==> src/gfx_pkg.sv <==
/*
 * graphics types: coordinates, colour index and channels,
 * plus the fixed 16-colour palette
 */
`default_nettype none

package gfx_pkg;

    typedef logic signed [15:0] cord_t;  // screen or framebuffer coordinate
    typedef logic [3:0]         cidx_t;  // palette index
    typedef logic [7:0]         chan_t;  // one colour channel

    typedef struct packed {
        chan_t red;
        chan_t green;
        chan_t blue;
    } rgb_t;

    // index 1 is dark blue, 11 is green
    localparam rgb_t palette [16] = '{
        24'h000000, 24'h1D2B53, 24'h7E2553, 24'h008751,
        24'hAB5236, 24'h5F574F, 24'hC2C3C7, 24'hFFF1E8,
        24'hFF004D, 24'hFFA300, 24'hFFEC27, 24'h00E436,
        24'h29ADFF, 24'h83769C, 24'hFF77A8, 24'hFFCCAA
    };

endpackage

`default_nettype wire

==> src/reg_pkg.sv <==
/*
 * APB register map, field widths and the configuration struct
 */
`default_nettype none

package reg_pkg;

    import gfx_pkg::*;

    localparam int APB_AW = 8;
    localparam int APB_DW = 32;

    localparam logic [APB_AW-1:0] REG_CTRL  = 8'h00;  // bit 0 enable
    localparam logic [APB_AW-1:0] REG_SIZE  = 8'h04;
    localparam logic [APB_AW-1:0] REG_SPEED = 8'h08;
    localparam logic [APB_AW-1:0] REG_COLOR = 8'h0C;  // fg low nibble, bg high
    localparam logic [APB_AW-1:0] REG_POS   = 8'h10;  // read only, y:x

    localparam int SIZE_W       = 8;
    localparam int SPEED_W      = 8;
    localparam int COLOR_FG_LSB = 0;
    localparam int COLOR_BG_LSB = 4;

    typedef struct packed {
        logic               enable;
        logic [SIZE_W-1:0]  size;    // side in framebuffer pixels
        logic [SPEED_W-1:0] speed;   // pixels per frame
        cidx_t              fg_idx;
        cidx_t              bg_idx;
    } cfg_t;

    localparam cfg_t CFG_RESET = '{enable: 1'b0, size: 8'd8, speed: 8'd1,
                                   fg_idx: 4'd11, bg_idx: 4'd1};

endpackage

`default_nettype wire

==> src/fb_write_if.sv <==
/*
 * pixel write channel from the draw engine into the framebuffer
 */
`default_nettype none
`timescale 1ns/1ps

interface fb_write_if import gfx_pkg::*; ();

    logic  we;      // write strobe, taken when busy is low
    cord_t x;
    cord_t y;
    cidx_t cidx;
    logic  wready;  // back buffer cleared and free
    logic  busy;    // clear in progress

    modport draw (output we, output x, output y, output cidx,
                  input wready, input busy);

    modport store (input we, input x, input y, input cidx,
                   output wready, output busy);

endinterface

`default_nettype wire

==> src/square_anim.sv <==
/*
 * bounce engine: moves the square once per frame, then fills it
 * row by row into the back buffer
 */
`default_nettype none
`timescale 1ns/1ps

module square_anim import gfx_pkg::*, reg_pkg::*; #(
    parameter int FB_WIDTH  = 32,
    parameter int FB_HEIGHT = 18
) (
    input  wire logic clk_100m,
    input  wire logic rst_n,
    input  wire logic frame,
    input  wire cfg_t cfg,
    fb_write_if.draw  fb,
    output cord_t     pos_x,
    output cord_t     pos_y
);

    localparam cord_t LIM_X = cord_t'(FB_WIDTH);
    localparam cord_t LIM_Y = cord_t'(FB_HEIGHT);

    typedef enum logic [1:0] {IDLE, INIT, DRAW, DONE} state_t;
    state_t state;

    logic              dir_x, dir_y;  // 1 is left or up
    logic              nxt_dir_x, nxt_dir_y;
    cord_t             nxt_x, nxt_y;
    cord_t             sz, spd;       // live config widened
    logic [SIZE_W-1:0] size_l;        // frozen at frame pulse
    cidx_t             fg_l;
    cord_t             x0, x1, y1;    // fill bounds, inclusive
    logic              last_col, last_row;

    // one axis of the bounce rule, returns the new direction
    function automatic logic bounce(input cord_t p, input logic d, input cord_t lim,
                                    input cord_t size, input cord_t s,
                                    output cord_t np);
        logic nd;
        if (p >= lim - (size + s)) begin
            nd = 1'b1;
            np = p - s;
        end else if (p < s) begin
            nd = 1'b0;
            np = p + s;
        end else begin
            nd = d;
            np = d ? p - s : p + s;
        end
        return nd;
    endfunction

    assign sz  = cord_t'(cfg.size);
    assign spd = cord_t'(cfg.speed);

    always_comb begin
        nxt_dir_x = bounce(pos_x, dir_x, LIM_X, sz, spd, nxt_x);
        nxt_dir_y = bounce(pos_y, dir_y, LIM_Y, sz, spd, nxt_y);
    end

    assign last_col = (fb.x == x1);
    assign last_row = (fb.y == y1);
    assign fb.we    = (state == DRAW);

    always_ff @(posedge clk_100m or negedge rst_n) begin
        if (!rst_n) begin
            state <= IDLE;
            pos_x <= '0;
            pos_y <= '0;
            dir_x <= 1'b0;
            dir_y <= 1'b0;
        end else begin
            if (frame && cfg.enable) begin  // motion once per frame
                pos_x <= nxt_x;
                pos_y <= nxt_y;
                dir_x <= nxt_dir_x;
                dir_y <= nxt_dir_y;
            end
            case (state)
                IDLE: if (frame) state <= INIT;
                INIT: if (fb.wready) state <= (size_l == '0) ? DONE : DRAW;
                DRAW: if (!fb.busy && last_col && last_row) state <= DONE;
                DONE: state <= IDLE;
                default: state <= IDLE;
            endcase
        end
    end

    // fill raster, advances only on accepted writes
    always_ff @(posedge clk_100m) begin
        if (frame) begin
            size_l <= cfg.size;
            fg_l   <= cfg.fg_idx;
        end
        if (state == INIT && fb.wready) begin
            fb.x    <= pos_x;
            fb.y    <= pos_y;
            fb.cidx <= fg_l;
            x0      <= pos_x;
            x1      <= pos_x + cord_t'(size_l) - 16'sd1;
            y1      <= pos_y + cord_t'(size_l) - 16'sd1;
        end else if (fb.we && !fb.busy) begin
            if (last_col) begin
                fb.x <= x0;
                fb.y <= fb.y + 16'sd1;
            end else begin
                fb.x <= fb.x + 16'sd1;
            end
        end
    end

endmodule

`default_nettype wire

==> src/flat_wrapper.sv <==
// flat-port wrapper written by rule: the top's interface ports become plain ports
module square_anim_flat import gfx_pkg::*, reg_pkg::*;
#(
    parameter int FB_WIDTH  = 32,
    parameter int FB_HEIGHT = 18
)
  (clk_100m, rst_n, frame, cfg, pos_x, pos_y, fb_we, fb_x, fb_y, fb_cidx, fb_wready, fb_busy);
  fb_write_if fb_i ();
  input  wire logic clk_100m;
  input  wire logic rst_n;
  input  wire logic frame;
  input  wire cfg_t cfg;
  output cord_t pos_x;
  output cord_t pos_y;
  output wire logic [$bits(fb_i.we)-1:0] fb_we;
  output wire logic [$bits(fb_i.x)-1:0] fb_x;
  output wire logic [$bits(fb_i.y)-1:0] fb_y;
  output wire logic [$bits(fb_i.cidx)-1:0] fb_cidx;
  input wire logic [$bits(fb_i.wready)-1:0] fb_wready;
  input wire logic [$bits(fb_i.busy)-1:0] fb_busy;
  assign fb_we = fb_i.we;
  assign fb_x = fb_i.x;
  assign fb_y = fb_i.y;
  assign fb_cidx = fb_i.cidx;
  assign fb_i.wready = fb_wready;
  assign fb_i.busy = fb_busy;
  square_anim #(.FB_WIDTH(FB_WIDTH), .FB_HEIGHT(FB_HEIGHT)) u_core (.clk_100m(clk_100m), .rst_n(rst_n), .frame(frame), .cfg(cfg), .fb(fb_i), .pos_x(pos_x), .pos_y(pos_y));
endmodule
==> config.mk <==
export PLATFORM = sky130hd
export DESIGN_NAME = square_anim_flat
export DESIGN_NICKNAME = d
export VERILOG_FILES = /design/src/gfx_pkg.sv /design/src/reg_pkg.sv /design/src/fb_write_if.sv /design/src/square_anim.sv /design/src/flat_wrapper.sv
export SDC_FILE = /design/constraint.sdc
export NUM_CORES = 1
export LEC_CHECK = 0
export ABC_AREA = 1
export BUFFER_PORTS_ARGS = -buffer_cell sky130_fd_sc_hd__buf_2
export CELL_PAD_IN_SITES_DETAIL_PLACEMENT = 1
export CELL_PAD_IN_SITES_GLOBAL_PLACEMENT = 2
export CORE_ASPECT_RATIO = 0.8
export CORE_MARGIN = 5
export CORE_UTILIZATION = 36
export DETAILED_ROUTE_END_ITERATION = 10
export MAX_ROUTING_LAYER = met4
export PLACE_DENSITY = 0.84
export SYNTH_ARGS = -nofsm -noshare
export SYNTH_HDL_FRONTEND = slang
export SYNTH_SLANG_ARGS = --single-unit
==> constraint.sdc <==
create_clock -name clk_100m -period 3.5 [get_ports clk_100m]
set_input_delay 0 -clock clk_100m [delete_from_list [all_inputs] [get_ports clk_100m]]
set_output_delay 0 -clock clk_100m [all_outputs]
set_load 0.1 [all_outputs]
==> flow_summary.toml <==
[outcome]
outcome = "complete, no violations"

[clock_network]
cts_sinks = 132
htreeDepth = 4
cts.clk_slew.worst_paths_ns = 0.06
clk_latency_ns = 0.43
cts_buffer_depth = 2
cts_tree = "done"
cts_root_buffer = "clkbuf_16"
cts_buffers = 17

[sta]
fin_crit_sh_pct = 93.0
hold_violations = 0
finalClockSkew_ns = 0.0196
relSlewSlack_pct = 26.6
setup_violations = 0
period_minus_slack_ns = 3.25
tightest_slew_ns = 1.10
final_max_slew_viol_count = 0
max_freq_mhz = 307

[route]
drt-initial-drc-count = 516
vias_per_cell = 5.03
postRouteAntennaNets = 0
routedWlPerCell_um = 17.6
drc_errors = 0
num_vias = 11300
firstDrtPassIters = 5
totalWireLength_um = 39600

[placed_design]
placed_area_mm2 = 0.0136
hpwl_um = 32000
routabilityCongestion = 0.898
portBuffers = 94
dp.cells = 2202

[power]
pwr-share-comb_pct = 68.3
p_clk_share_pct = 11.3
switching_power_mw = 8.54
vdd_drop_max_mv = 0.500
power_density_mw_per_mm2 = 1060
seq_power_share_pct = 20.4
switching_share_pct = 56.0
p_leak_nw = 7.29
p_int_mw = 6.72

[worst_setup_path]
r2r_slack_ns = 0.36
required_ns = 3.80
rr_endpoint = "u_core.pos_y[1]"
critPathKind = "in -> reg"
startpoint_type = "input port"
worstPathMaxFanout = 16
worstPathArrival_ns = 3.55
r2r-start = "u_core.pos_y[0]"
path_common_cell = "nand2_1"
slowest_stage = "dlygate4sd3_1"
ff2ff_path_depth = 14
end_kind = "register"
max_stage_delay_ns = 0.53

[global_routing]
grt_overflow = 0
first_global_vias = 11700
antenna_found_initial = 2
grt_max_degree = 38
grt_usage_pct = 21.2
grt_pass1_wl_um = 62900

[layout]
fillers = 4226
multiInputGateArea_mm2 = 0.00753
layout_commonest_cell = "nand2_1"
seq_area_mm2 = 0.00378
final_cell_mix = "nand2_1 (490), inv_1 (233), ha_1 (145)"
final_nets = 1991
syn_to_final_growth_pct = 16.9
fin_area_mm2 = 0.0144
final_layout_size_suffix_gt1_share_pct = 12.5
stdcell_count = 2251

[die]
dieArea_mm2 = 0.0380
start_util_pct = 36.5
pin_count = 99
die-width_um = 217
dieHeight_um = 175
num_rows = 60
core-area_mm2 = 0.0337

[logic_synthesis]
synth_compound_area_share_pct = 8.20
synth-edff-count = 96
synthDistinctLibCells = 48
synth_ff_type = "edfxtp_1"
synth_cells = 1654
ys_async_sr_fraction_pct = 27.3
synth_top_family_by_area = "simple AND/OR/NAND/NOR gates"
synthSimpleGateAreaFrac_pct = 28.0
syn_avg_cell_area_um2 = 7.44
synth-xor-area-share_pct = 8.02
synth_mux_area_share_pct = 0
synth-seq-area-share_pct = 30.7
ys_ff_latch = 132
synth_fp_nets = 1841
yosys_warnings = 0
synth_fa_ha_area_share_pct = 16.4
netlist_area_mm2 = 0.0123

[hold_path]
hold_depth = 4
min_from = "cfg[8]"
hold_end = "u_core.pos_y[0]"
hp-class = "in -> reg"

[flow_run]
maxCapViolations = 0
==> state kept, by name, summed over array words and instances, names as in the netlist <==
register        count
u_core.fb.x        16
u_core.fb.y        16
u_core.pos_x       16
u_core.pos_y       16
u_core.x0          16
u_core.x1          16
u_core.y1          16
u_core.size_l       8
u_core.fb.cidx      4
u_core.fg_l         4
u_core.state        2
u_core.dir_x        1
u_core.dir_y        1
==> synth_stat cells, types with 2 or more instances <==
master    instances  area share [%]
a21o_1            5            0.31
a21oi_1          61             2.5
a21oi_2           2            0.14
a31oi_1           8            0.41
buf_1             2           0.061
buf_2            12            0.49
buf_4             3            0.18
clkbuf_1         13            0.40
dfrtp_1          36             7.3
edfxtp_1         96              23
fa_1              7             1.1
ha_1            150              15
inv_1           235             7.2
inv_2             6            0.18
nand2_1         492              15
nand2_2           7            0.36
nand3_1         139             5.7
nand3_2           3            0.24
nand3_4           2            0.28
nand3b_1          6            0.37
nand4_1          23             1.2
nor2_1          102             3.1
nor2_2            4            0.20
nor2_4            4            0.37
nor3_1           14            0.57
nor4_1            3            0.15
o211ai_1          9            0.55
o21ai_0          57             2.3
o21ai_1           8            0.33
o21bai_1         15            0.92
o22ai_1           8            0.41
or2_2             3            0.15
xnor2_1          41             2.9
xnor2_2           2            0.26
xor2_1           63             4.5
==> logic make-up after synthesis <==
group,count (synthesis)
flops,132
buf+inv,273
fa+ha+maj,157
xor+xnor,108
compound gates,177
simple gates,807
==> per-stage QoR <==
stage	total power [mW]	setup WS, ns	utilization, %	TNS (ns)	hold WS [ns]
after global routing	16.5	-0.00763	42.7	-0.00763	0.0967
after global placement	13.2	0.0639	40.4	0	0.185
after CTS	15.3	0.0505	42.4	0	0.0594
final	15.3	0.246	42.7	0	0.0672
after detailed placement	13.5	-0.0305	40.4	-0.197	0.182
after floorplan	10.7	0.00642	-	0	-0.296
==> routing by layer <==
layer | track usage [%] | vias up | share of wire, %
li1 | - | 5671 | -
met5 | - | - | 0
met1 | 30.9 | 5486 | 52
met3 | 2.31 | 19 | 3.1
met4 | 3.74 | 0 | 0.83
met2 | 32.4 | 154 | 44
==> worst max-delay path by stage <==
stage                   startpoint               to  cells past startpoint
floorplan           u_core.fb.x[9]   u_core.fb.y[0]                      8
global placement            cfg[8]  u_core.pos_y[1]                     24
detailed placement          cfg[8]  u_core.pos_x[7]                     27
CTS                        cfg[19]  u_core.pos_x[7]                     27
global route               cfg[22]  u_core.pos_x[4]                     25
finish                     cfg[22]  u_core.pos_x[7]                     25
==> area by class of cell <==
| class | instances | share of cell area [%] |
|---|---|---|
| repair buffers | 162 | 7.46 |
| inverters | 242 | 6.33 |
| clock inverters | 10 | 0.774 |
| flip-flops and latches | 132 | 26.3 |
| well taps | 434 | 3.77 |
| diodes | 2 | 0.0348 |
| clock buffers | 20 | 3.03 |
| multi-input cells | 1249 | 52.3 |
==> power by group through the flow <==
stage	logic (mW)	clock network (mW)	registers, mW
2_1_floorplan	5.64	0	5.04
3_3_place_gp	10.1	0	3.11
3_5_place_dp	10.3	0	3.13
4_1_cts	10.4	1.75	3.11
5_1_grt	11.5	1.82	3.18
6_report	10.4	1.72	3.12
==> timing repair <==
item                                    in CTS  in global routing
hold buffers                                14                  0
endpoints found under the setup margin       0                 32
endpoints found under the hold margin       52                  0
buffers inserted                             0                  4
resized for setup                            0                 17
==> worst max-delay path: cells and delay by family <==
kind / cells / cell delay (ns)
AO/OA/AOI/OAI: 2 / 0.23
AND/OR/NAND/NOR: 12 / 0.98
XOR/XNOR: 2 / 0.43
buffers and inverters: 7 / 1.39
adder cells (fa/ha/maj): 2 / 0.53
(Power assumes the default switching activity.)
