File: config.mk
export PLATFORM = sky130hd
export DESIGN_NAME = disp_timing
export DESIGN_NICKNAME = d
export VERILOG_FILES = /design/src/gfx_pkg.sv /design/src/disp_timing.sv
export SDC_FILE = /design/constraint.sdc
export NUM_CORES = 1
export LEC_CHECK = 0
export ABC_AREA = 1
export BUFFER_PORTS_ARGS = -buffer_cell sky130_fd_sc_hd__clkbuf_2
export CAP_MARGIN = 20
export CORE_MARGIN = 2
export CORE_UTILIZATION = 45
export DETAILED_ROUTE_END_ITERATION = 10
export PLACE_DENSITY_LB_ADDON = 0.15
export SLEW_MARGIN = 10
export SYNTH_ARGS = -nofsm -noshare
export SYNTH_HDL_FRONTEND = slang
export SYNTH_SLANG_ARGS = --single-unit
File: constraint.sdc
create_clock -name clk_100m -period 1.83 [get_ports clk_100m]
set_clock_uncertainty 0.1 [all_clocks]
set_input_delay 0.2745 -clock clk_100m [delete_from_list [all_inputs] [get_ports clk_100m]]
set_output_delay 0.2745 -clock clk_100m [all_outputs]
set_load 0.01 [all_outputs]
File: src/gfx_pkg.sv
/*
 * graphics types: coordinates, colour index and channels,
 * plus the fixed 16-colour palette
 */
`default_nettype none

package gfx_pkg;

    typedef logic signed [15:0] cord_t;  // screen or framebuffer coordinate
    typedef logic [3:0]         cidx_t;  // palette index
    typedef logic [7:0]         chan_t;  // one colour channel

    typedef struct packed {
        chan_t red;
        chan_t green;
        chan_t blue;
    } rgb_t;

    // index 1 is dark blue, 11 is green
    localparam rgb_t palette [16] = '{
        24'h000000, 24'h1D2B53, 24'h7E2553, 24'h008751,
        24'hAB5236, 24'h5F574F, 24'hC2C3C7, 24'hFFF1E8,
        24'hFF004D, 24'hFFA300, 24'hFFEC27, 24'h00E436,
        24'h29ADFF, 24'h83769C, 24'hFF77A8, 24'hFFCCAA
    };

endpackage

`default_nettype wire

File: src/disp_timing.sv
/*
 * display timing: pixel and line counters with sync, data enable,
 * frame and line pulses
 */
`default_nettype none
`timescale 1ns/1ps

module disp_timing import gfx_pkg::*; #(
    parameter int H_ACTIVE = 64,
    parameter int H_TOTAL  = 80,
    parameter int V_ACTIVE = 36,
    parameter int V_TOTAL  = 44
) (
    input  wire logic clk_100m,
    input  wire logic rst_n,
    output cord_t     sx,
    output cord_t     sy,
    output logic      hsync,
    output logic      vsync,
    output logic      de,
    output logic      frame,
    output logic      line
);

    // porch and sync widths, small to suit the short blanking
    localparam int H_FP   = 4;
    localparam int H_SYNC = 8;
    localparam int V_FP   = 2;
    localparam int V_SYNC = 3;

    localparam cord_t HA_END = cord_t'(H_ACTIVE);
    localparam cord_t VA_END = cord_t'(V_ACTIVE);
    localparam cord_t HS_STA = cord_t'(H_ACTIVE + H_FP);
    localparam cord_t HS_END = cord_t'(H_ACTIVE + H_FP + H_SYNC);
    localparam cord_t VS_STA = cord_t'(V_ACTIVE + V_FP);
    localparam cord_t VS_END = cord_t'(V_ACTIVE + V_FP + V_SYNC);
    localparam cord_t H_LAST = cord_t'(H_TOTAL - 1);
    localparam cord_t V_LAST = cord_t'(V_TOTAL - 1);

    always_ff @(posedge clk_100m or negedge rst_n) begin
        if (!rst_n) begin
            sx <= '0;
            sy <= '0;
        end else if (sx == H_LAST) begin
            sx <= '0;
            sy <= (sy == V_LAST) ? '0 : sy + 16'sd1;  // wrap at frame end
        end else begin
            sx <= sx + 16'sd1;
        end
    end

    always_comb begin
        hsync = (sx >= HS_STA) && (sx < HS_END);
        vsync = (sy >= VS_STA) && (sy < VS_END);
        de    = (sx < HA_END) && (sy < VA_END);
        frame = (sx == '0) && (sy == '0);
        line  = (sx == '0);  // every line, including blanking
    end

endmodule

`default_nettype wire

==> impl_summary.txt, run 1 <==
----------------------------------------------------
[Finish]
  Fraction of final layout cells sized beyond drive strength 1 ... 29.90%
  Antenna cells ... 0
  Area growth from synthesis to layout ... 32.66%
  Nets ... 395
  Final instance area ... 2856 sq um
  Layout Utilization ... 61.29%

[Yosys]
  Top post-synthesis cells by count ... nand2_1 (92), inv_1 (40), dfrtp_1 (32)
  Cell type contributing the most total cell area after synthesis ... dfrtp_1
  Primary FF master, synth ... dfrtp_1
  Post-synthesis cell type count ... 25
  Mapped Area ... 2153 sq um
  Fraction of synthesis flops using an asynchronous set or reset pin ... 100.0%
  Area contributors post-synth ... dfrtp_1 (37%), nand2_1 (16%), inv_1 (7.0%)
  Seq/Total Area, Yosys ... 37.19%
  Mean area per synthesized cell ... 7.130 sq um
  Most frequently used cell type in the post-synthesis netlist ... nand2_1
  Post-synthesis instance total ... 302
  Number of flip-flops and latches in the synthesized netlist ... 32
  Post-synth EDFFs ... 0
  Syn_nets ... 310
  Count of synthesis-stage warnings from yosys ... 0
  Synth top area share ... 37.19%

[Die]
  Vertical die dimension ... 73.18 um
  Die Outline Area ... 5355 sq um
  Placeable core area ... 4661 sq um
  Effective utilization at floorplan ... 46.20%
  Horiz. Die Dim ... 73.18 um
  Num ports ... 39
  Placement row count ... 25

[Power and ir drop]
  Power Dens Cells ... 452.6 nW/um^2
  Leakage power ... 1.574 nW
  Max VDD drop ... 0.0002855 V
  Overall Power ... 1.293 mW

[Placement]
  Dpl ws ... 0.05439 ns
  Port-buffer cells ... 38
  Half-perimeter wire length of the detailed placement result ... 4104 um
  Placement-stage cell area ... 2524 sq um
  Global placement routability congestion ... 0.8221

[Drt]
  Via density per instance ... 5.000
  Wire length per cell after detailed routing ... 12.99 um
  Initial DRC Count ... 144
  Sum of routed wire length over all layers ... 5741 um
  Number of antenna-violating nets in the routed design ... 0
  DRC ... 0
  Vias after detailed routing ... 2210
  Total iterations of the first detailed-routing run ... 4

[Run]
  Max-Cap Viols ... 0

[GRT]
  Number of antenna violations at the first check in global routing ... 0
  Maximum number of pins on one net before global-route repair ... 26
  Vias in the first global route ... 1909
  Global-route wire length before repair ... 9335 um
  Total routing usage reported by global routing ... 22.85%
  Congestion Overflow GR ... 0

[Critical path]
  Worst Reg-to-Reg Cells ... 7
  Peak fanout along the critical path ... 3
  CP delay by family, top ... simple AND/OR/NAND/NOR gates
  Buffering stage count on the worst path with inverters included ... 2
  Worst reg2reg setup slack ... 0.13 ns
  Worst setup SP type ... flip-flop
  Critical register-to-register path startpoint ... sx[1]$_DFF_PN0_
  Critical path class ... flip-flop to output port
  Path length in cells of the critical path ... 6
  Required time worst endpoint ... 1.46 ns
  Sequence of cells on the critical path ... inv_2 -> nand2_1 -> nor2_4 -> nand4_1 -> nor3_1 -> buf_2
  WP data arrival ... 1.51 ns
  Critical R2R Capture ... sy[12]$_DFFE_PN0P_
  Highest-delay cell along the critical path ... dfrtp_1
  Critical Path End Type ... output port
  Setup crit start ... sx[13]$_DFF_PN0_
  Longest individual stage delay on the worst path ... 0.41 ns

[Timing]
  Max-slew headroom ... 66.10%
  Time the worst path needs with I/O delays and setup ... 1.882 ns
  Slew of the pin with the lowest slew margin ... 0.5047 ns
  Hold Slack ... 0.3607 ns
  Fmax ... 531.3 MHz
  Final number of hold-violating endpoints ... 0
  Final number of max-transition violations ... 0
  Final cycle utilization of the critical path ... 102.8%
  Worst path setup slack after routing ... -0.05202 ns
  Setup repair after global routing missed its margin ... yes
  Final setup violation count ... 4

[CTS]
  Number of CTS-inserted buffers ... 5
  Number of levels the H-tree was split into ... 2
  CTS tree ... done
  Master cell of the clock root buffer ... clkbuf_8
  Clock Path Buffers ... 2
  Clock latency reported for the late side of the worst-skew pair ... 0.28 ns
  Clock transition at path regs ... 0.07 ns
  Total clock sinks ... 32

[Min path]
  Classification of the worst-slack hold path ... input port to asynchronous set/reset pin

[Run status]
  Run status ... complete, but fails checks
  Violated checks ... setup timing

----------------------------------------------------
## cell type report
class | instances | area [sq um]
Fill cell | 435 | 1804
Multi-Input combinational cell | 224 | 1212
Sequential cell | 32 | 800.8
Timing Repair Buffer | 80 | 520.5
Inverter | 44 | 165.2
Clock buffer | 8 | 90.09
Tap cell | 54 | 67.56
## worst register-to-register path, cell delays in order, from the launching register on
cell and delay [ns]:
dfrtp_1 0.38, ha_1 0.27, inv_1 0.13, nor2_8 0.16, nand2_4 0.09, nor2_4 0.31
nand3_1 0.12, nand2_1 0.07
## through the flow
step / cells / setup TNS (ns)
detailed placement: 409 / 0
finish: 442 / -0.1390
CTS: 433 / -0.1881
global route: 442 / -0.5542
floorplan: 302 / 0
global placement: 409 / 0
## flip-flops by register name, indices dropped and copies added, names as in the netlist
name,cells
sy,16
sx,16
## where the power goes
group / internal, mW / switching (mW) / leakage [nW]
logic: 0.00633 / 0.0151 / 1.10
clock network: 0.307 / 0.257 / 0.0455
registers: 0.707 / 0 / 0.433
## per-layer routing
| layer | GRT usage (%) | up-vias | share of wire, % |
|---|---|---|---|
| met5 | 0 | - | 0 |
| li1 | - | 1124 | - |
| met4 | 6.790 | 0 | 1.2 |
| met1 | 34.58 | 1031 | 49 |
| met3 | 4.282 | 6 | 4.6 |
| met2 | 32.83 | 49 | 45 |
## cell usage in the layout (no fill, tap or decap), types with 5 or more instances in the layout
master	Yosys	layout
clkbuf_2	0	34
o21ai_0	11	10
nand2_1	92	90
nor3_1	12	11
nand3_1	26	25
nor2_1	31	27
buf_4	0	40
nand4_1	11	11
inv_1	40	34
clkbuf_8	0	6
nor2_4	0	5
dfrtp_1	32	32
ha_1	6	6
inv_2	4	10
xor2_1	14	14
## worst max-delay path by stage
stage / end / slack, ns
after detailed placement: vsync / 0.05
final: frame / -0.05
after floorplan: frame / 0.15
after CTS: frame / -0.08
after global routing: frame / -0.16
after global placement: de / 0.09
## logic make-up (layout without fill, tap and decap cells)
family	after synthesis	count (layout)	synth area share, %
simple gates	185	186	39.69
flops	32	32	37.19
compound gates	18	18	4.648
buf+inv	47	132	9.296
fa+ha+maj	6	6	3.486
xor+xnor	14	14	5.694
## repair_timing
| action | in CTS | in global routing |
|---|---|---|
| hold buffers | 1 | 0 |
| pin swaps | 9 | 9 |
| hold endpoints to repair | 15 | 0 |
| gates resized for setup | 15 | 9 |
| setup buffers | 15 | 8 |
| cloned | 0 | 1 |
| endpoints found under the setup margin | 5 | 6 |
No activity file was read; power rests on OpenSTA's default activity.
==> run 2, diff against run 1 <==
Settings changed: CELL_PAD_IN_SITES_DETAIL_PLACEMENT set to 0, CELL_PAD_IN_SITES_GLOBAL_PLACEMENT set to 1, CORE_UTILIZATION 45 to 40.
==> run 2 against run 1 <==
The flow still finishes with violations (setup timing). Highest routed layer unchanged. Critical path depth is 3 higher. Final area increased by 2.8%. Core utilization down 4.2 points.
==> impl_summary.txt, run 2 (synthesized netlist as in run 1, its figures left out) <==
----------------------------------------------------
[Placement]
  Placement-stage cell area ... 2616 sq um
  Port-buffer cells ... 38
  Global placement routability congestion ... 0.8611
  Half-perimeter wire length of the detailed placement result ... 4475 um
  Cell Count Post-Placement ... 433

[Timing]
  Slew of the pin with the lowest slew margin ... 0.4223 ns
  Setup repair after global routing missed its margin ... yes
  Time the worst path needs with I/O delays and setup ... 1.867 ns
  Final number of hold-violating endpoints ... 0
  Final number of max-transition violations ... 0
  Max-slew headroom ... 71.63%
  Final setup violation count ... 3
  Final cycle utilization of the critical path ... 102.0%
  Worst path setup slack after routing ... -0.03748 ns
  Total negative setup slack ... -0.09272 ns
  Fmax ... 535.5 MHz

[Drt]
  Initial DRC Count ... 167
  Via density per instance ... 4.771
  Total iterations of the first detailed-routing run ... 4
  DRC ... 0
  Wire length per cell after detailed routing ... 13.08 um
  Number of antenna-violating nets in the routed design ... 0
  Vias after detailed routing ... 2190
  Sum of routed wire length over all layers ... 6005 um

[Die]
  Vertical die dimension ... 77.37 um
  Num ports ... 39
  Horiz. Die Dim ... 77.37 um
  Effective utilization at floorplan ... 41.89%
  Placeable core area ... 5140 sq um
  Die Outline Area ... 5986 sq um
  Placement row count ... 26

[Run status]
  Violated checks ... setup timing
  Run status ... complete, but fails checks

[GRT]
  Met1 global-route usage ... 33.43%
  Congestion Overflow GR ... 0
  Busiest layer in global routing ... met1
  Vias in the first global route ... 2034
  Number of antenna violations at the first check in global routing ... 0
  Total routing usage reported by global routing ... 21.28%
  Met3 Resource Use GR ... 3.837%
  Global-route wire length before repair ... 10020 um
  Met2 Resource Use GR ... 29.74%
  Maximum number of pins on one net before global-route repair ... 33

[Finish]
  Antenna cells ... 0
  Final instance area ... 2937 sq um
  Nets ... 396
  Most common cell after layout, fill and taps aside ... nand2_1
  Layout Cells excl Fill ... 459
  Most frequent cells in the layout ... nand2_1 (87), buf_4 (39), clkbuf_2 (34)
  Fraction of final layout cells sized beyond drive strength 1 ... 33.42%
  Area growth from synthesis to layout ... 36.37%
  Top flop regs ... sx x16, sy x16
  Layout Utilization ... 57.13%

[Power and ir drop]
  Leakage power ... 1.601 nW
  Power Dens Cells ... 443.5 nW/um^2
  Combinational group share of total power ... 1.4%
  Portion of total power attributed to the clock network ... 44.3%
  Overall Power ... 1.302 mW
  Sw Share ... 21.88%
  Sequential cell fraction of total power ... 54.3%
  Max VDD drop ... 0.0004259 V
  Internal power of the cells ... 1.017 mW
  NetSw ... 285.0 uW

[Critical path]
  Longest individual stage delay on the worst path ... 0.41 ns
  Peak fanout along the critical path ... 5
  Required time worst endpoint ... 1.46 ns
  Buffering stage count on the worst path with inverters included ... 2
  Worst setup SP type ... flip-flop
  Sequence of cells on the critical path ... nor2_4 -> nand2_2 -> nor2_4 -> nand2_2 -> nand3_2 -> nand2_2 -> nand2_1 -> inv_1 -> buf_2
  Critical Path End Type ... output port
  Library cell appearing most often on the critical path ... nand2_2
  Critical path class ... flip-flop to output port
  WP data arrival ... 1.49 ns
  Highest-delay cell along the critical path ... dfrtp_1
  CP delay by family, top ... simple AND/OR/NAND/NOR gates

[CTS]
  Clock Path Buffers ... 2
  Number of CTS-inserted buffers ... 5
  Total clock sinks ... 32
  CTS tree ... done
  Clock transition at path regs ... 0.07 ns
  Number of levels the H-tree was split into ... 2
  Clock latency reported for the late side of the worst-skew pair ... 0.28 ns
  Master cell of the clock root buffer ... clkbuf_8

[Min path]
  Classification of the worst-slack hold path ... flip-flop to flip-flop

[Run]
  Max-Cap Viols ... 0

----------------------------------------------------
[run 2: cell types whose count changed in the layout (fill, tap and decap cells not counted), sizes merged]
cell	delta
buf	+2
nor2	-1
[run 2: per-layer routing]
layer	share of wire [%]	wire (um)
met1	53	3180
met3	5.4	324
met5	0	0
met2	41	2435
met4	1.0	63
[run 2: path summary, 6_finish.rpt]
kind / startpoint / end / slack (ns) / cells after the start
worst max-delay path: sy[7]$_DFFE_PN0P_ / de / -0.04 / 9
worst min-delay path: sx[15]$_DFF_PN0_ / sx[15]$_DFF_PN0_ / 0.42 / 1
worst max register to register: sy[0]$_DFFE_PN0P_ / sy[8]$_DFFE_PN0P_ / 0.16 / 8
worst min register to register: sx[15]$_DFF_PN0_ / sx[15]$_DFF_PN0_ / 0.42 / 1
max in group asynchronous: rst_n / sx[4]$_DFF_PN0_ / 0.85 / 3
min in group asynchronous: rst_n / sx[13]$_DFF_PN0_ / 0.45 / 3
[run 2: area by class of cell]
class	instances	area [sq um]
fillers	555	2203
multi-input cells	223	1234
clock buffers	8	90.09
flip-flops and latches	32	804.5
well taps	70	87.58
repair buffers	82	555.5
inverters	44	165.2
[run 2: metrics by stage]
stage | hold WS (ns) | setup slack (ns)
after global routing | 0.4420 | -0.1475
after global placement | 0.2298 | 0.1713
after floorplan | -0.1211 | 0.1490
final | 0.4191 | -0.03748
after detailed placement | 0.2310 | 0.1540
after CTS | 0.4244 | -0.07050
[run 2: repair_timing]
item,4_1_cts,5_1_grt
hold endpoints to repair,32,0
buffers inserted,10,7
setup endpoints to repair,5,5
hold buffers,1,0
pin swaps,7,8
resized for setup,22,19
[run 2: worst register-to-register path: stages (launching register included)]
cell,delay [ns]
dfrtp_1,0.37
buf_4,0.14
ha_1,0.18
inv_1,0.06
nor2_1,0.32
nand2_1,0.12
xor2_1,0.15
nand2_1,0.05
o21ai_0,0.08
[run 2: power by group through the flow]
stage	Clock, mW	Combinational [mW]	Sequential (mW)
finish	0.578	0.0180	0.707
global route	0.623	0.0221	0.706
CTS	0.597	0.0196	0.707
detailed placement	0	0.0178	0.720
global placement	0	0.0178	0.720
floorplan	0	0.000000702	0.721
