--- config.mk ---
export PLATFORM = sky130hd
export DESIGN_NAME = apb_cfg
export DESIGN_NICKNAME = d
export VERILOG_FILES = /design/src/gfx_pkg.sv /design/src/reg_pkg.sv /design/src/apb_cfg.sv
export SDC_FILE = /design/constraint.sdc
export NUM_CORES = 1
export LEC_CHECK = 0
export ABC_AREA = 1
export BUFFER_PORTS_ARGS = -buffer_cell sky130_fd_sc_hd__clkbuf_2
export CAP_MARGIN = 40
export CORE_MARGIN = 4
export CORE_UTILIZATION = 45
export DETAILED_ROUTE_END_ITERATION = 8
export PLACE_DENSITY_LB_ADDON = 0.25
export SYNTH_ARGS = -nofsm -noshare
export SYNTH_HDL_FRONTEND = slang
export SYNTH_SLANG_ARGS = --single-unit
--- constraint.sdc ---
create_clock -name clk_100m -period 2.9 [get_ports clk_100m]
set_clock_uncertainty 0.2 [all_clocks]
set_input_delay 0.145 -clock clk_100m [delete_from_list [all_inputs] [get_ports clk_100m]]
set_output_delay 0.145 -clock clk_100m [all_outputs]
set_load 0.05 [all_outputs]
--- src/gfx_pkg.sv ---
/*
 * graphics types: coordinates, colour index and channels,
 * plus the fixed 16-colour palette
 */
`default_nettype none

package gfx_pkg;

    typedef logic signed [15:0] cord_t;  // screen or framebuffer coordinate
    typedef logic [3:0]         cidx_t;  // palette index
    typedef logic [7:0]         chan_t;  // one colour channel

    typedef struct packed {
        chan_t red;
        chan_t green;
        chan_t blue;
    } rgb_t;

    // index 1 is dark blue, 11 is green
    localparam rgb_t palette [16] = '{
        24'h000000, 24'h1D2B53, 24'h7E2553, 24'h008751,
        24'hAB5236, 24'h5F574F, 24'hC2C3C7, 24'hFFF1E8,
        24'hFF004D, 24'hFFA300, 24'hFFEC27, 24'h00E436,
        24'h29ADFF, 24'h83769C, 24'hFF77A8, 24'hFFCCAA
    };

endpackage

`default_nettype wire

--- src/reg_pkg.sv ---
/*
 * APB register map, field widths and the configuration struct
 */
`default_nettype none

package reg_pkg;

    import gfx_pkg::*;

    localparam int APB_AW = 8;
    localparam int APB_DW = 32;

    localparam logic [APB_AW-1:0] REG_CTRL  = 8'h00;  // bit 0 enable
    localparam logic [APB_AW-1:0] REG_SIZE  = 8'h04;
    localparam logic [APB_AW-1:0] REG_SPEED = 8'h08;
    localparam logic [APB_AW-1:0] REG_COLOR = 8'h0C;  // fg low nibble, bg high
    localparam logic [APB_AW-1:0] REG_POS   = 8'h10;  // read only, y:x

    localparam int SIZE_W       = 8;
    localparam int SPEED_W      = 8;
    localparam int COLOR_FG_LSB = 0;
    localparam int COLOR_BG_LSB = 4;

    typedef struct packed {
        logic               enable;
        logic [SIZE_W-1:0]  size;    // side in framebuffer pixels
        logic [SPEED_W-1:0] speed;   // pixels per frame
        cidx_t              fg_idx;
        cidx_t              bg_idx;
    } cfg_t;

    localparam cfg_t CFG_RESET = '{enable: 1'b0, size: 8'd8, speed: 8'd1,
                                   fg_idx: 4'd11, bg_idx: 4'd1};

endpackage

`default_nettype wire

--- src/apb_cfg.sv ---
/*
 * APB configuration registers for the bouncing square,
 * with the live position readable at REG_POS
 */
`default_nettype none
`timescale 1ns/1ps

module apb_cfg import gfx_pkg::*, reg_pkg::*; (
    input  wire logic              clk_100m,
    input  wire logic              rst_n,
    input  wire logic [APB_AW-1:0] paddr,
    input  wire logic              psel,
    input  wire logic              penable,
    input  wire logic              pwrite,
    input  wire logic [APB_DW-1:0] pwdata,
    output logic      [APB_DW-1:0] prdata,
    output logic                   pready,
    output logic                   pslverr,
    output cfg_t                   cfg,
    input  wire cord_t             pos_x,
    input  wire cord_t             pos_y
);

    logic              wr_en;
    logic [APB_DW-1:0] rdata;

    assign wr_en   = psel && penable && pwrite;  // access phase
    assign pready  = 1'b1;                       // zero wait states
    assign pslverr = 1'b0;

    always_ff @(posedge clk_100m or negedge rst_n) begin
        if (!rst_n) begin
            cfg <= CFG_RESET;
        end else if (wr_en) begin
            case (paddr)
                REG_CTRL:  cfg.enable <= pwdata[0];
                REG_SIZE:  cfg.size   <= pwdata[SIZE_W-1:0];
                REG_SPEED: cfg.speed  <= pwdata[SPEED_W-1:0];
                REG_COLOR: begin
                    cfg.fg_idx <= pwdata[COLOR_FG_LSB +: $bits(cidx_t)];
                    cfg.bg_idx <= pwdata[COLOR_BG_LSB +: $bits(cidx_t)];
                end
                default: ;  // REG_POS and holes ignore writes
            endcase
        end
    end

    always_comb begin
        rdata = '0;
        case (paddr)
            REG_CTRL:  rdata[0]             = cfg.enable;
            REG_SIZE:  rdata[SIZE_W-1:0]    = cfg.size;
            REG_SPEED: rdata[SPEED_W-1:0]   = cfg.speed;
            REG_COLOR: begin
                rdata[COLOR_FG_LSB +: $bits(cidx_t)] = cfg.fg_idx;
                rdata[COLOR_BG_LSB +: $bits(cidx_t)] = cfg.bg_idx;
            end
            REG_POS:   rdata                = {pos_y, pos_x};
            default:   rdata                = '0;  // unmapped reads zero
        endcase
    end

    assign prdata = (psel && !pwrite) ? rdata : '0;

endmodule

`default_nettype wire

==> results of run 1 <==
## cells by family after synthesis
family | Yosys count | synth area share, %
DFF | 25 | 32.03
other | 2 | 0.3799
buffers and inverters | 29 | 8.671
and+or+nand+nor | 141 | 48.04
AOI/OAI and AO/OA | 25 | 10.89
## synthesized netlist by cell type
| cell type | count |
|---|---|
| nor2_8 | 5 |
| o21ai_2 | 24 |
| nand2_1 | 41 |
| nand2_8 | 1 |
| buf_2 | 2 |
| dfrtp_1 | 19 |
| nand2_2 | 9 |
| nand2_4 | 2 |
| nand3_4 | 3 |
| nor2_4 | 1 |
| nor2_2 | 1 |
| clkbuf_1 | 1 |
| o21ai_0 | 1 |
| conb_1 | 2 |
| buf_4 | 2 |
| nor3b_1 | 4 |
| dfstp_2 | 6 |
| buf_6 | 7 |
| nor3b_2 | 20 |
| inv_1 | 9 |
| nor2_1 | 19 |
| inv_2 | 8 |
| nand3_1 | 35 |
## worst paths after layout
| kind | from | slack [ns] | depth (start not counted) | endpoint |
|---|---|---|---|---|
| setup / recovery | paddr[5] | 0.99 | 7 | prdata[31] |
| hold / removal | paddr[0] | 0.09 | 6 | cfg[24] |
| setup reg to reg | cfg[4] | 1.93 | 2 | cfg[4] |
| hold reg to reg | cfg[5] | 0.30 | 2 | cfg[5] |
| max in group asynchronous | rst_n | 1.90 | 2 | cfg[16] |
| min in group asynchronous | rst_n | 0.21 | 2 | cfg[24] |
## per-stage QoR
| stage | worst slack, ns | total power [mW] | utilization, % | instance area [um2] |
|---|---|---|---|---|
| final | 0.9916 | 0.7306 | 63.94 | 2631 |
| after global routing | 0.8618 | 0.7611 | 63.94 | 2631 |
| after CTS | 0.9194 | 0.7358 | 63.94 | 2631 |
| after detailed placement | 0.9316 | 0.5141 | 60.57 | 2492 |
| after global placement | 0.9212 | 0.5118 | 60.57 | 2492 |
| after floorplan | 0.8084 | 0.4587 | - | 1977 |
## layer usage
layer,GRT usage [%],routed length [um]
met5,0,0
met4,3.557,44
met3,3.514,572
met2,37.80,2792
met1,20.55,1900
## layout make-up
class,instances,share of cell area (%)
Clock buffer,3,1.569
Clock inverter,1,0.2853
Inverter,17,2.425
Multi-Input combinational cell,168,44.56
Sequential cell,25,24.06
Tap cell,50,2.378
Timing Repair Buffer,120,24.73
## report_power, final
part / total, mW / internal [mW] / switching (mW) / leakage, nW
Clock: 0.216 / 0.0977 / 0.118 / 0.0217
Combinational: 0.156 / 0.0578 / 0.0978 / 1.05
Sequential: 0.359 / 0.355 / 0.00451 / 0.327
## worst max-delay path: cells and delay by family
family                 cells  cell delay (ns)
AND/OR/NAND/NOR            4             0.93
buffers and inverters      3             0.48
==> reports/results.tsv, run 1 <==
stage	metric	value	unit
status	outcome	complete, no violations	
power	Static Leak	1.400	nW
logic_synthesis	synthesis-stage register bit count	25	
run	Max-Cap Viols	0	
logic_synthesis	syn_nets	299	
critical_path	crit path launch type	input port	
floorplan	Die W	74.28	um
logic_synthesis	Area contributors post-synth	dfrtp_1 24%, nor3b_2 13%, o21ai_2 11%, nand3_1 8.9%, dfstp_2 8.0%	
critical_path	Critical Path Max Stage Delay	0.33	ns
floorplan	starting density of the core	48.04	%
cells_and_area	top flop regs	cfg: 25 flops	
logic_synthesis	syn avg cell area	8.905	um2
route	drt pass-1 iters	4	
route	Total Wirelength	5309	um
sta	Achievable Freq	0.5240	GHz
logic_synthesis	synth warn	0	
route	DRC Markers	0	
route	antenna-violating nets left	0	
clocking	CTS root buf	clkbuf_8	
sta	Fin Hold WS	0.09049	ns
sta	Slew @ Worst Pin	0.6052	ns
grt	global-route wire length before repair	8093	um
power	VDD IR max	0.0004571	V
critical_path	Arr. time, crit path	1.56	ns
placed_design	Cells after DPL	371	
critical_path	critical path class	input port to primary output	
sta	post-route setup TNS	0	ns
critical_path	most frequent CP cell	clkbuf_2	
clocking	Worst-path clk slew	0.09	ns
route	vias per std cell	4.826	
clocking	CTS Sinks	25	
critical_path	critical path cell sequence	clkbuf_2 -> inv_2 -> nand2_1 -> nor2_4 -> nand2_4 -> nor3b_1 -> clkbuf_2	
logic_synthesis	Post-Syn Area	1977	um2
sta	relative slew slack	59.65	%
worst_hold_path	Hold Crit Class	input port to flop	
logic_synthesis	cell count after synthesis	222	
sta	Fin. Hold Viols	0	
clocking	post-CTS sizing	0	
clocking	Max clock buf depth	2	
clocking	setup bufs post-CTS	0	
cells_and_area	Layout fillers	365	
logic_synthesis	Yosys top cell area share	24.05	%
route	initial DRC count	29	
power	Power per Cell Area	277.7	nW/um2
sta	RSZ-0062 raised after global routing	false	
floorplan	Row Count	23	
cells_and_area	nets@finish	412	
placed_design	routability congestion estimate	0.7659	
cells_and_area	share of layout cells above drive strength 1	58.38	%
clocking	cts hold-fix bufs	9	
cells_and_area	max reg flops	25	
logic_synthesis	post-synth top area cell	dfrtp_1	
sta	fin crit share	65.81	%
sta	Setup Viol. Count Final	0	
floorplan	die area	5518	um2
clocking	CTS tree	built	
logic_synthesis	Seq/Total Area, Yosys	32.03	%
sta	final worst path period need	1.908	ns
cells_and_area	most common cell after layout, fill and taps aside	clkbuf_2	
clocking	clock latency on the worst-skew pair	0.28	ns
clocking	total CTS buffers	3	
route	DR WL/cell	13.83	um
cells_and_area	P&R area growth vs syn	33.10	%
floorplan	io pins	136	
grt	largest net degree at the start of global routing	28	
cells_and_area	register area	633.1	um2
sta	final slew viol count	0	
cells_and_area	Antenna diodes	0	
grt	Remaining Overflow, GRT	0	
grt	Global Route Usage Sum	18.89	%
cells_and_area	Largest Register	cfg	
grt	initial antenna violation count	0	
critical_path	maximum fanout along the worst path	24	
floorplan	die height	74.28	um
cells_and_area	most frequent cells in the layout	109 x clkbuf_2, 41 x nand2_1, 35 x nand3_1	
cells_and_area	Multi-input gate area	1172	um2
critical_path	kind of end point of the critical path	primary output	
logic_synthesis	post-synthesis cell type count	23	
route	via count	1853	
placed_design	hpwl dp	4035	um
critical_path	Slowest cell on crit path	clkbuf_2	
cells_and_area	Cell Count, Final, Fillers Out	384	
floorplan	placeable core region	4115	um2
grt	vias in the first global route	1712	
placed_design	Port Buf Inserts	109	
clocking	H-Tree Depth	1	
critical_path	Critical Path RT	2.56	ns
No activity file was read; power rests on OpenSTA's default activity.
==> run 2: changes to the inputs <==
--- a/config.mk
+++ b/config.mk
@@ -5,11 +5,11 @@
 export SDC_FILE = /design/constraint.sdc
 export NUM_CORES = 1
 export LEC_CHECK = 0
-export ABC_AREA = 1
+export ABC_AREA = 0
 export BUFFER_PORTS_ARGS = -buffer_cell sky130_fd_sc_hd__clkbuf_2
 export CAP_MARGIN = 40
 export CORE_MARGIN = 4
-export CORE_UTILIZATION = 45
+export CORE_UTILIZATION = 39
 export DETAILED_ROUTE_END_ITERATION = 8
 export PLACE_DENSITY_LB_ADDON = 0.25
 export SYNTH_ARGS = -nofsm -noshare
==> constraint.sdc (replaced) <==
create_clock -name clk_100m -period 1.9 [get_ports clk_100m]
set_clock_uncertainty 0.2 [all_clocks]
set_input_delay 0.095 -clock clk_100m [delete_from_list [all_inputs] [get_ports clk_100m]]
set_output_delay 0.095 -clock clk_100m [all_outputs]
set_load 0.05 [all_outputs]
==> run 2 against run 1 <==
  * Register-to-register slack got worse by 1.0 ns
  * Via count fell by 12%
  * Design area rose by 5.6%
  * First-iteration DRC count fell by 34%
  * Cell count fell by 15%
  * Count of clock-buffer cells in the layout rose by 1
  * Synthesized cell count fell by 30%
  * Area after synthesis fell by 16%
  * Sequential power rose by 53%
  * Sequential share of layout area fell by 1.3 points
  * Largest power group unchanged
==> reports/results.tsv, run 2 <==
stage	metric	value	unit
status	outcome	complete, no violations	
critical_path	critical path class	input port to primary output	
critical_path	crit path launch type	input port	
grt	global-route wire length before repair	8176	um
cells_and_area	share of layout cells above drive strength 1	66.55	%
logic_synthesis	synth warn	0	
sta	fin crit share	97.26	%
clocking	clock latency on the worst-skew pair	0.26	ns
logic_synthesis	Seq/Total Area, Yosys	37.93	%
floorplan	Row Count	23	
cells_and_area	most common cell after layout, fill and taps aside	clkbuf_2	
cells_and_area	P&R area growth vs syn	66.49	%
logic_synthesis	Post-synth ARST share	100.0	%
logic_synthesis	Area contributors post-synth	dfrtp_1 28%, mux2_2 17%, dfstp_2 9.4%, and2_1 9.0%, nand3b_1 6.3%	
power	Power Total	1.067	mW
clocking	CTS Sinks	25	
route	Total Wirelength	5296	um
worst_hold_path	Hold Crit Class	input port to async pin	
route	initial DRC count	19	
cells_and_area	Largest Register	cfg	
critical_path	maximum fanout along the worst path	29	
critical_path	Critical Path RT	1.60	ns
logic_synthesis	Post-Syn Area	1669	um2
sta	Setup Viol. Count Final	0	
floorplan	die area	5391	um2
sta	final slew viol count	0	
cells_and_area	most frequent cells in the layout	77 x clkbuf_2, 25 x mux2_2, 19 x dfrtp_1	
sta	Fin. Hold Viols	0	
logic_synthesis	adder and majority gate portion of the synthesized area	0	%
power	NetSw	0.2857	mW
sta	setup slack after layout	0.05204	ns
critical_path	Critical path buffers and inverters	4	
floorplan	starting density of the core	41.13	%
logic_synthesis	EDFF count, synth	0	
critical_path	CP delay by family, top	buffers and inverters	
sta	Slew @ Worst Pin	0.6135	ns
cells_and_area	Layout fillers	328	
critical_path	Slowest cell on crit path	a2111oi_4	
cells_and_area	top flop regs	cfg: 25 flops	
power	Clk network pwr share	28.9	%
logic_synthesis	Yosys top cell area share	28.49	%
power	Static Leak	1.399	nW
cells_and_area	Antenna diodes	0	
floorplan	Die W	73.42	um
logic_synthesis	mux cell area share after synthesis	22.26	%
run	Max-Cap Viols	0	
critical_path	most frequent CP cell	buf_4	
placed_design	hpwl dp	3887	um
clocking	CTS root buf	clkbuf_8	
placed_design	dpl cell area	2479	um2
logic_synthesis	Synth Area in Compound Gates	7.946	%
placed_design	Port Buf Inserts	109	
route	DRC Markers	0	
power	Power per Cell Area	384.0	nW/um2
floorplan	die height	73.42	um
critical_path	kind of end point of the critical path	primary output	
logic_synthesis	synth cell count leaders	25 x mux2_2, 24 x and2_1, 19 x dfrtp_1	
logic_synthesis	simple-gate share of the synthesized area	27.59	%
cells_and_area	Multi-input gate area	1006	um2
logic_synthesis	post-synthesis cell type count	27	
power	Gate power share	19.8	%
critical_path	Arr. time, crit path	1.55	ns
critical_path	Critical Path Max Stage Delay	0.34	ns
cells_and_area	register area	633.1	um2
power	Sequential Power Share	51.4	%
cells_and_area	Core Util, Final	68.49	%
cells_and_area	nets@finish	356	
route	drt pass-1 iters	4	
cells_and_area	design area	2779	um2
sta	final worst path period need	1.848	ns
clocking	total CTS buffers	3	
floorplan	placeable core region	4058	um2
placed_design	routability congestion estimate	0.7520	
sta	RSZ-0062 raised after global routing	false	
critical_path	critical path cell sequence	clkbuf_2 -> buf_4 -> o21bai_1 -> a2111oi_4 -> buf_4 -> o21a_1 -> buf_8	
route	DR WL/cell	16.15	um
floorplan	io pins	136	
sta	Achievable Freq	0.5411	GHz
logic_synthesis	Post-Synth XOR/XNOR Area	0	%
clocking	CTS tree	built	
cells_and_area	max reg flops	25	
power	internal power	0.7813	mW
clocking	setup bufs post-CTS	0	
sta	relative slew slack	59.10	%
grt	vias in the first global route	1684	
clocking	Worst-path clk slew	0.09	ns
logic_synthesis	largest family of logic cells by synthesized area	simple AND/OR/NAND/NOR gates	
clocking	H-Tree Depth	1	
route	via count	1631	
grt	initial antenna violation count	0	
power	VDD IR max	0.0003606	V
placed_design	Worst Setup Slack post-DPL	-0.2057	ns
logic_synthesis	cell count after synthesis	155	
clocking	Max clock buf depth	2	
logic_synthesis	most common cell in the netlist	mux2_2	
power	Sw Share	26.78	%
logic_synthesis	ys flop type	dfrtp_1	
grt	Global Route Usage Sum	19.54	%
grt	Remaining Overflow, GRT	0	
route	vias per std cell	4.973	
logic_synthesis	syn_nets	232	
logic_synthesis	syn avg cell area	10.77	um2
grt	largest net degree at the start of global routing	30	
logic_synthesis	post-synth top area cell	dfrtp_1	
sta	Fin Hold WS	0.1669	ns
logic_synthesis	synthesis-stage register bit count	25	
route	antenna-violating nets left	0	
==> run 2: repair_timing <==
item	in CTS	in global routing
hold buffers	9	0
endpoints found under the setup margin	31	14
resized for setup	40	7
endpoints found under the hold margin	44	0
pin swaps	1	2
==> run 2: final timing paths <==
path / slack [ns] / depth (start not counted) / end / from
setup / recovery: 0.05 / 7 / prdata[6] / paddr[3]
hold / removal: 0.17 / 2 / cfg[24] / rst_n
setup reg to reg: 0.90 / 1 / cfg[9] / cfg[9]
hold reg to reg: 0.34 / 1 / cfg[6] / cfg[6]
max in group asynchronous: 0.93 / 2 / cfg[14] / rst_n
min in group clk_100m: 0.25 / 5 / cfg[24] / penable
==> run 2: stage by stage <==
step / setup TNS (ns) / std cells
2_1_floorplan: -1.392 / 155
3_3_place_gp: -7.645 / 315
3_5_place_dp: -8.523 / 315
4_1_cts: 0 / 328
5_1_grt: 0 / 328
6_report: 0 / 328
==> run 2: routing by layer <==
metal  GRT usage, %  part of all wire [%]  up-vias
met5              0                     0        -
met4          4.225                  0.32        0
met3          2.462                   6.9        2
met2          36.64                    52       66
met1          23.63                    40      776
li1               -                     -      787
==> run 2: cells by family after synthesis <==
logic type / Yosys count
muxes: 34
other: 2
DFF: 25
AOI/OAI and AO/OA: 17
and+or+nand+nor: 64
buffers and inverters: 13
==> run 2: power groups by stage <==
stage / Sequential, mW / Combinational (mW) / Clock [mW]
after detailed placement: 0.558 / 0.194 / 0
after global placement: 0.558 / 0.193 / 0
after global routing: 0.550 / 0.228 / 0.341
after CTS: 0.548 / 0.211 / 0.318
after floorplan: 0.585 / 0.0784 / 0
final: 0.548 / 0.211 / 0.308
==> run 2: layout make-up <==
class	instances	area share (%)
well taps	50	2.251
clock buffers	4	1.621
repair buffers	132	37.15
flip-flops and latches	25	22.78
multi-input cells	117	36.20
==> run 3: changes to the inputs <==
--- a/config.mk
+++ b/config.mk
@@ -11,7 +11,7 @@
 export CORE_MARGIN = 4
 export CORE_UTILIZATION = 39
 export DETAILED_ROUTE_END_ITERATION = 8
-export PLACE_DENSITY_LB_ADDON = 0.25
+export PLACE_DENSITY = 0.8
 export SYNTH_ARGS = -nofsm -noshare
 export SYNTH_HDL_FRONTEND = slang
 export SYNTH_SLANG_ARGS = --single-unit
==> constraint.sdc (replaced) <==
create_clock -name clk_100m -period 2 [get_ports clk_100m]
set_clock_uncertainty 0.2 [all_clocks]
set_input_delay 0.1 -clock clk_100m [delete_from_list [all_inputs] [get_ports clk_100m]]
set_output_delay 0.1 -clock clk_100m [all_outputs]
set_load 0.05 [all_outputs]
==> run 3 against run 2 <==
  * Non-clock buffer count up 5
  * Cell count up 1.5%
  * Count of clock-buffer cells in the layout unchanged
  * Worst setup slack worse by 0.0036 ns
  * Via count up 0.92%
  * Critical path depth up 1
  * Design area up 4.5%
  * Largest cell class unchanged
  * Register-to-register slack better by 0.11 ns
  * Core utilization up 3.1 points
  * Largest power group unchanged
  * Die area unchanged
==> reports/results.tsv, run 3 (synthesized netlist as in run 2, its figures left out) <==
stage	metric	value	unit
critical_path	Critical Path RT	1.70	ns
grt	grt met3 use	4.651	%
cells_and_area	Cell Count, Final, Fillers Out	333	
sta	fin crit share	97.58	%
grt	M2 GR Usage	38.53	%
critical_path	kind of end point of the critical path	primary output	
cells_and_area	Largest Register	cfg	
power	VDD IR max	0.0003971	V
grt	global-route wire length before repair	8466	um
cells_and_area	Layout fillers	304	
power	Static Leak	1.449	nW
sta	post-route setup TNS	0	ns
worst_hold_path	Hold Crit Class	input port to async pin	
cells_and_area	Multi-input gate area	999.7	um2
sta	Fin Hold WS	0.1820	ns
route	initial DRC count	39	
sta	final slew viol count	0	
route	vias per std cell	4.943	
critical_path	critical path class	input port to primary output	
cells_and_area	nets@finish	361	
grt	Top Usage Layer GRT	met2	
power	Power per Cell Area	352.4	nW/um2
placed_design	Cells after DPL	315	
critical_path	CP delay by family, top	simple AND/OR/NAND/NOR gates	
critical_path	r2r startpoint	cfg[20]	
status	outcome	complete, no violations	
cells_and_area	max reg flops	25	
grt	met1 usage	23.13	%
cells_and_area	Antenna diodes	0	
critical_path	crit path launch	paddr[0]	
floorplan	Row Count	23	
sta	final worst path period need	1.952	ns
cells_and_area	top flop regs	cfg: 25 flops	
cells_and_area	P&R area growth vs syn	74.06	%
clocking	CTS tree	built	
clocking	clock latency on the worst-skew pair	0.27	ns
critical_path	crit path launch type	input port	
clocking	Max clock buf depth	2	
route	DR WL/cell	17.07	um
grt	initial antenna violation count	0	
cells_and_area	share of layout cells above drive strength 1	67.14	%
clocking	CTS root buf	clkbuf_8	
floorplan	placeable core region	4058	um2
sta	Setup Viol. Count Final	0	
route	antenna-violating nets left	0	
placed_design	hpwl dp	3773	um
critical_path	critical path cell sequence	clkbuf_2 -> or4_1 -> buf_6 -> nor4_4 -> buf_4 -> clkbuf_16 -> and2_2 -> clkbuf_8	
placed_design	routability congestion estimate	0.6938	
clocking	CTS Sinks	25	
route	drt pass-1 iters	4	
critical_path	Arr. time, crit path	1.65	ns
sta	relative slew slack	57.60	%
route	via count	1646	
clocking	H-Tree Depth	1	
floorplan	starting density of the core	41.13	%
floorplan	die area	5391	um2
cells_and_area	most frequent cells in the layout	77 x clkbuf_2, 25 x mux2_2, 23 x clkbuf_8	
clocking	Worst-path clk slew	0.09	ns
sta	Achievable Freq	0.5124	GHz
floorplan	io pins	136	
placed_design	Port Buf Inserts	109	
grt	Remaining Overflow, GRT	0	
cells_and_area	most common cell after layout, fill and taps aside	clkbuf_2	
cells_and_area	register area	633.1	um2
critical_path	Critical path buffers and inverters	5	
route	Total Wirelength	5683	um
floorplan	Die W	73.42	um
floorplan	die height	73.42	um
sta	Slew @ Worst Pin	0.6360	ns
grt	vias in the first global route	1702	
clocking	total CTS buffers	3	
critical_path	Slowest cell on crit path	or4_1	
critical_path	maximum fanout along the worst path	12	
sta	Fin. Hold Viols	0	
route	DRC Markers	0	
grt	Global Route Usage Sum	20.46	%
critical_path	Critical Path Max Stage Delay	0.53	ns
grt	largest net degree at the start of global routing	30	
run	Max-Cap Viols	0	
[run 3: stage by stage]
step	cell area [um2]	power [mW]	utilization (%)	setup slack, ns
after detailed placement	2504	0.7134	61.70	-0.1144
after floorplan	1694	0.6301	-	0.03266
after global routing	2905	1.077	71.60	-0.003951
after CTS	2844	1.030	70.09	0.01089
final	2905	1.024	71.60	0.04844
after global placement	2504	0.7092	61.70	-0.1229
[run 3: final timing paths]
check | end | slack (ns) | depth (start not counted)
max | prdata[15] | 0.05 | 8
min | cfg[23] | 0.18 | 2
max reg2reg | cfg[20] | 1.01 | 1
min reg2reg | cfg[1] | 0.34 | 1
max in group asynchronous | cfg[14] | 1.00 | 2
min in group clk_100m | cfg[24] | 0.25 | 3
[run 3: layout make-up]
type	instances	area share, %
sequential	25	21.79
clock buffer	4	1.550
multi-input combinational	117	34.41
tap	50	2.153
timing repair buffer	137	40.09
[run 3: layer usage]
layer | up-vias | share of wire [%] | routed length [um]
li1 | 799 | - | -
met1 | 765 | 38 | 2169
met2 | 77 | 52 | 2942
met3 | 5 | 9.1 | 518
met4 | 0 | 0.92 | 52
met5 | - | 0 | 0
[run 3: repair_timing]
action / CTS / global route
gates cloned: 0 / 2
setup buffers: 2 / 1
resized for setup: 44 / 3
pin swaps: 0 / 2
hold buffers: 9 / 0
endpoints found under the setup margin: 29 / 32
endpoints found under the hold margin: 44 / 0
[run 3: where the power goes]
| group | total, mW | leakage [nW] | switching (mW) | internal (mW) |
|---|---|---|---|---|
| sequential | 0.520 | 0.327 | 0.00579 | 0.514 |
| combinational | 0.201 | 1.10 | 0.114 | 0.0863 |
| clock | 0.303 | 0.0228 | 0.160 | 0.143 |
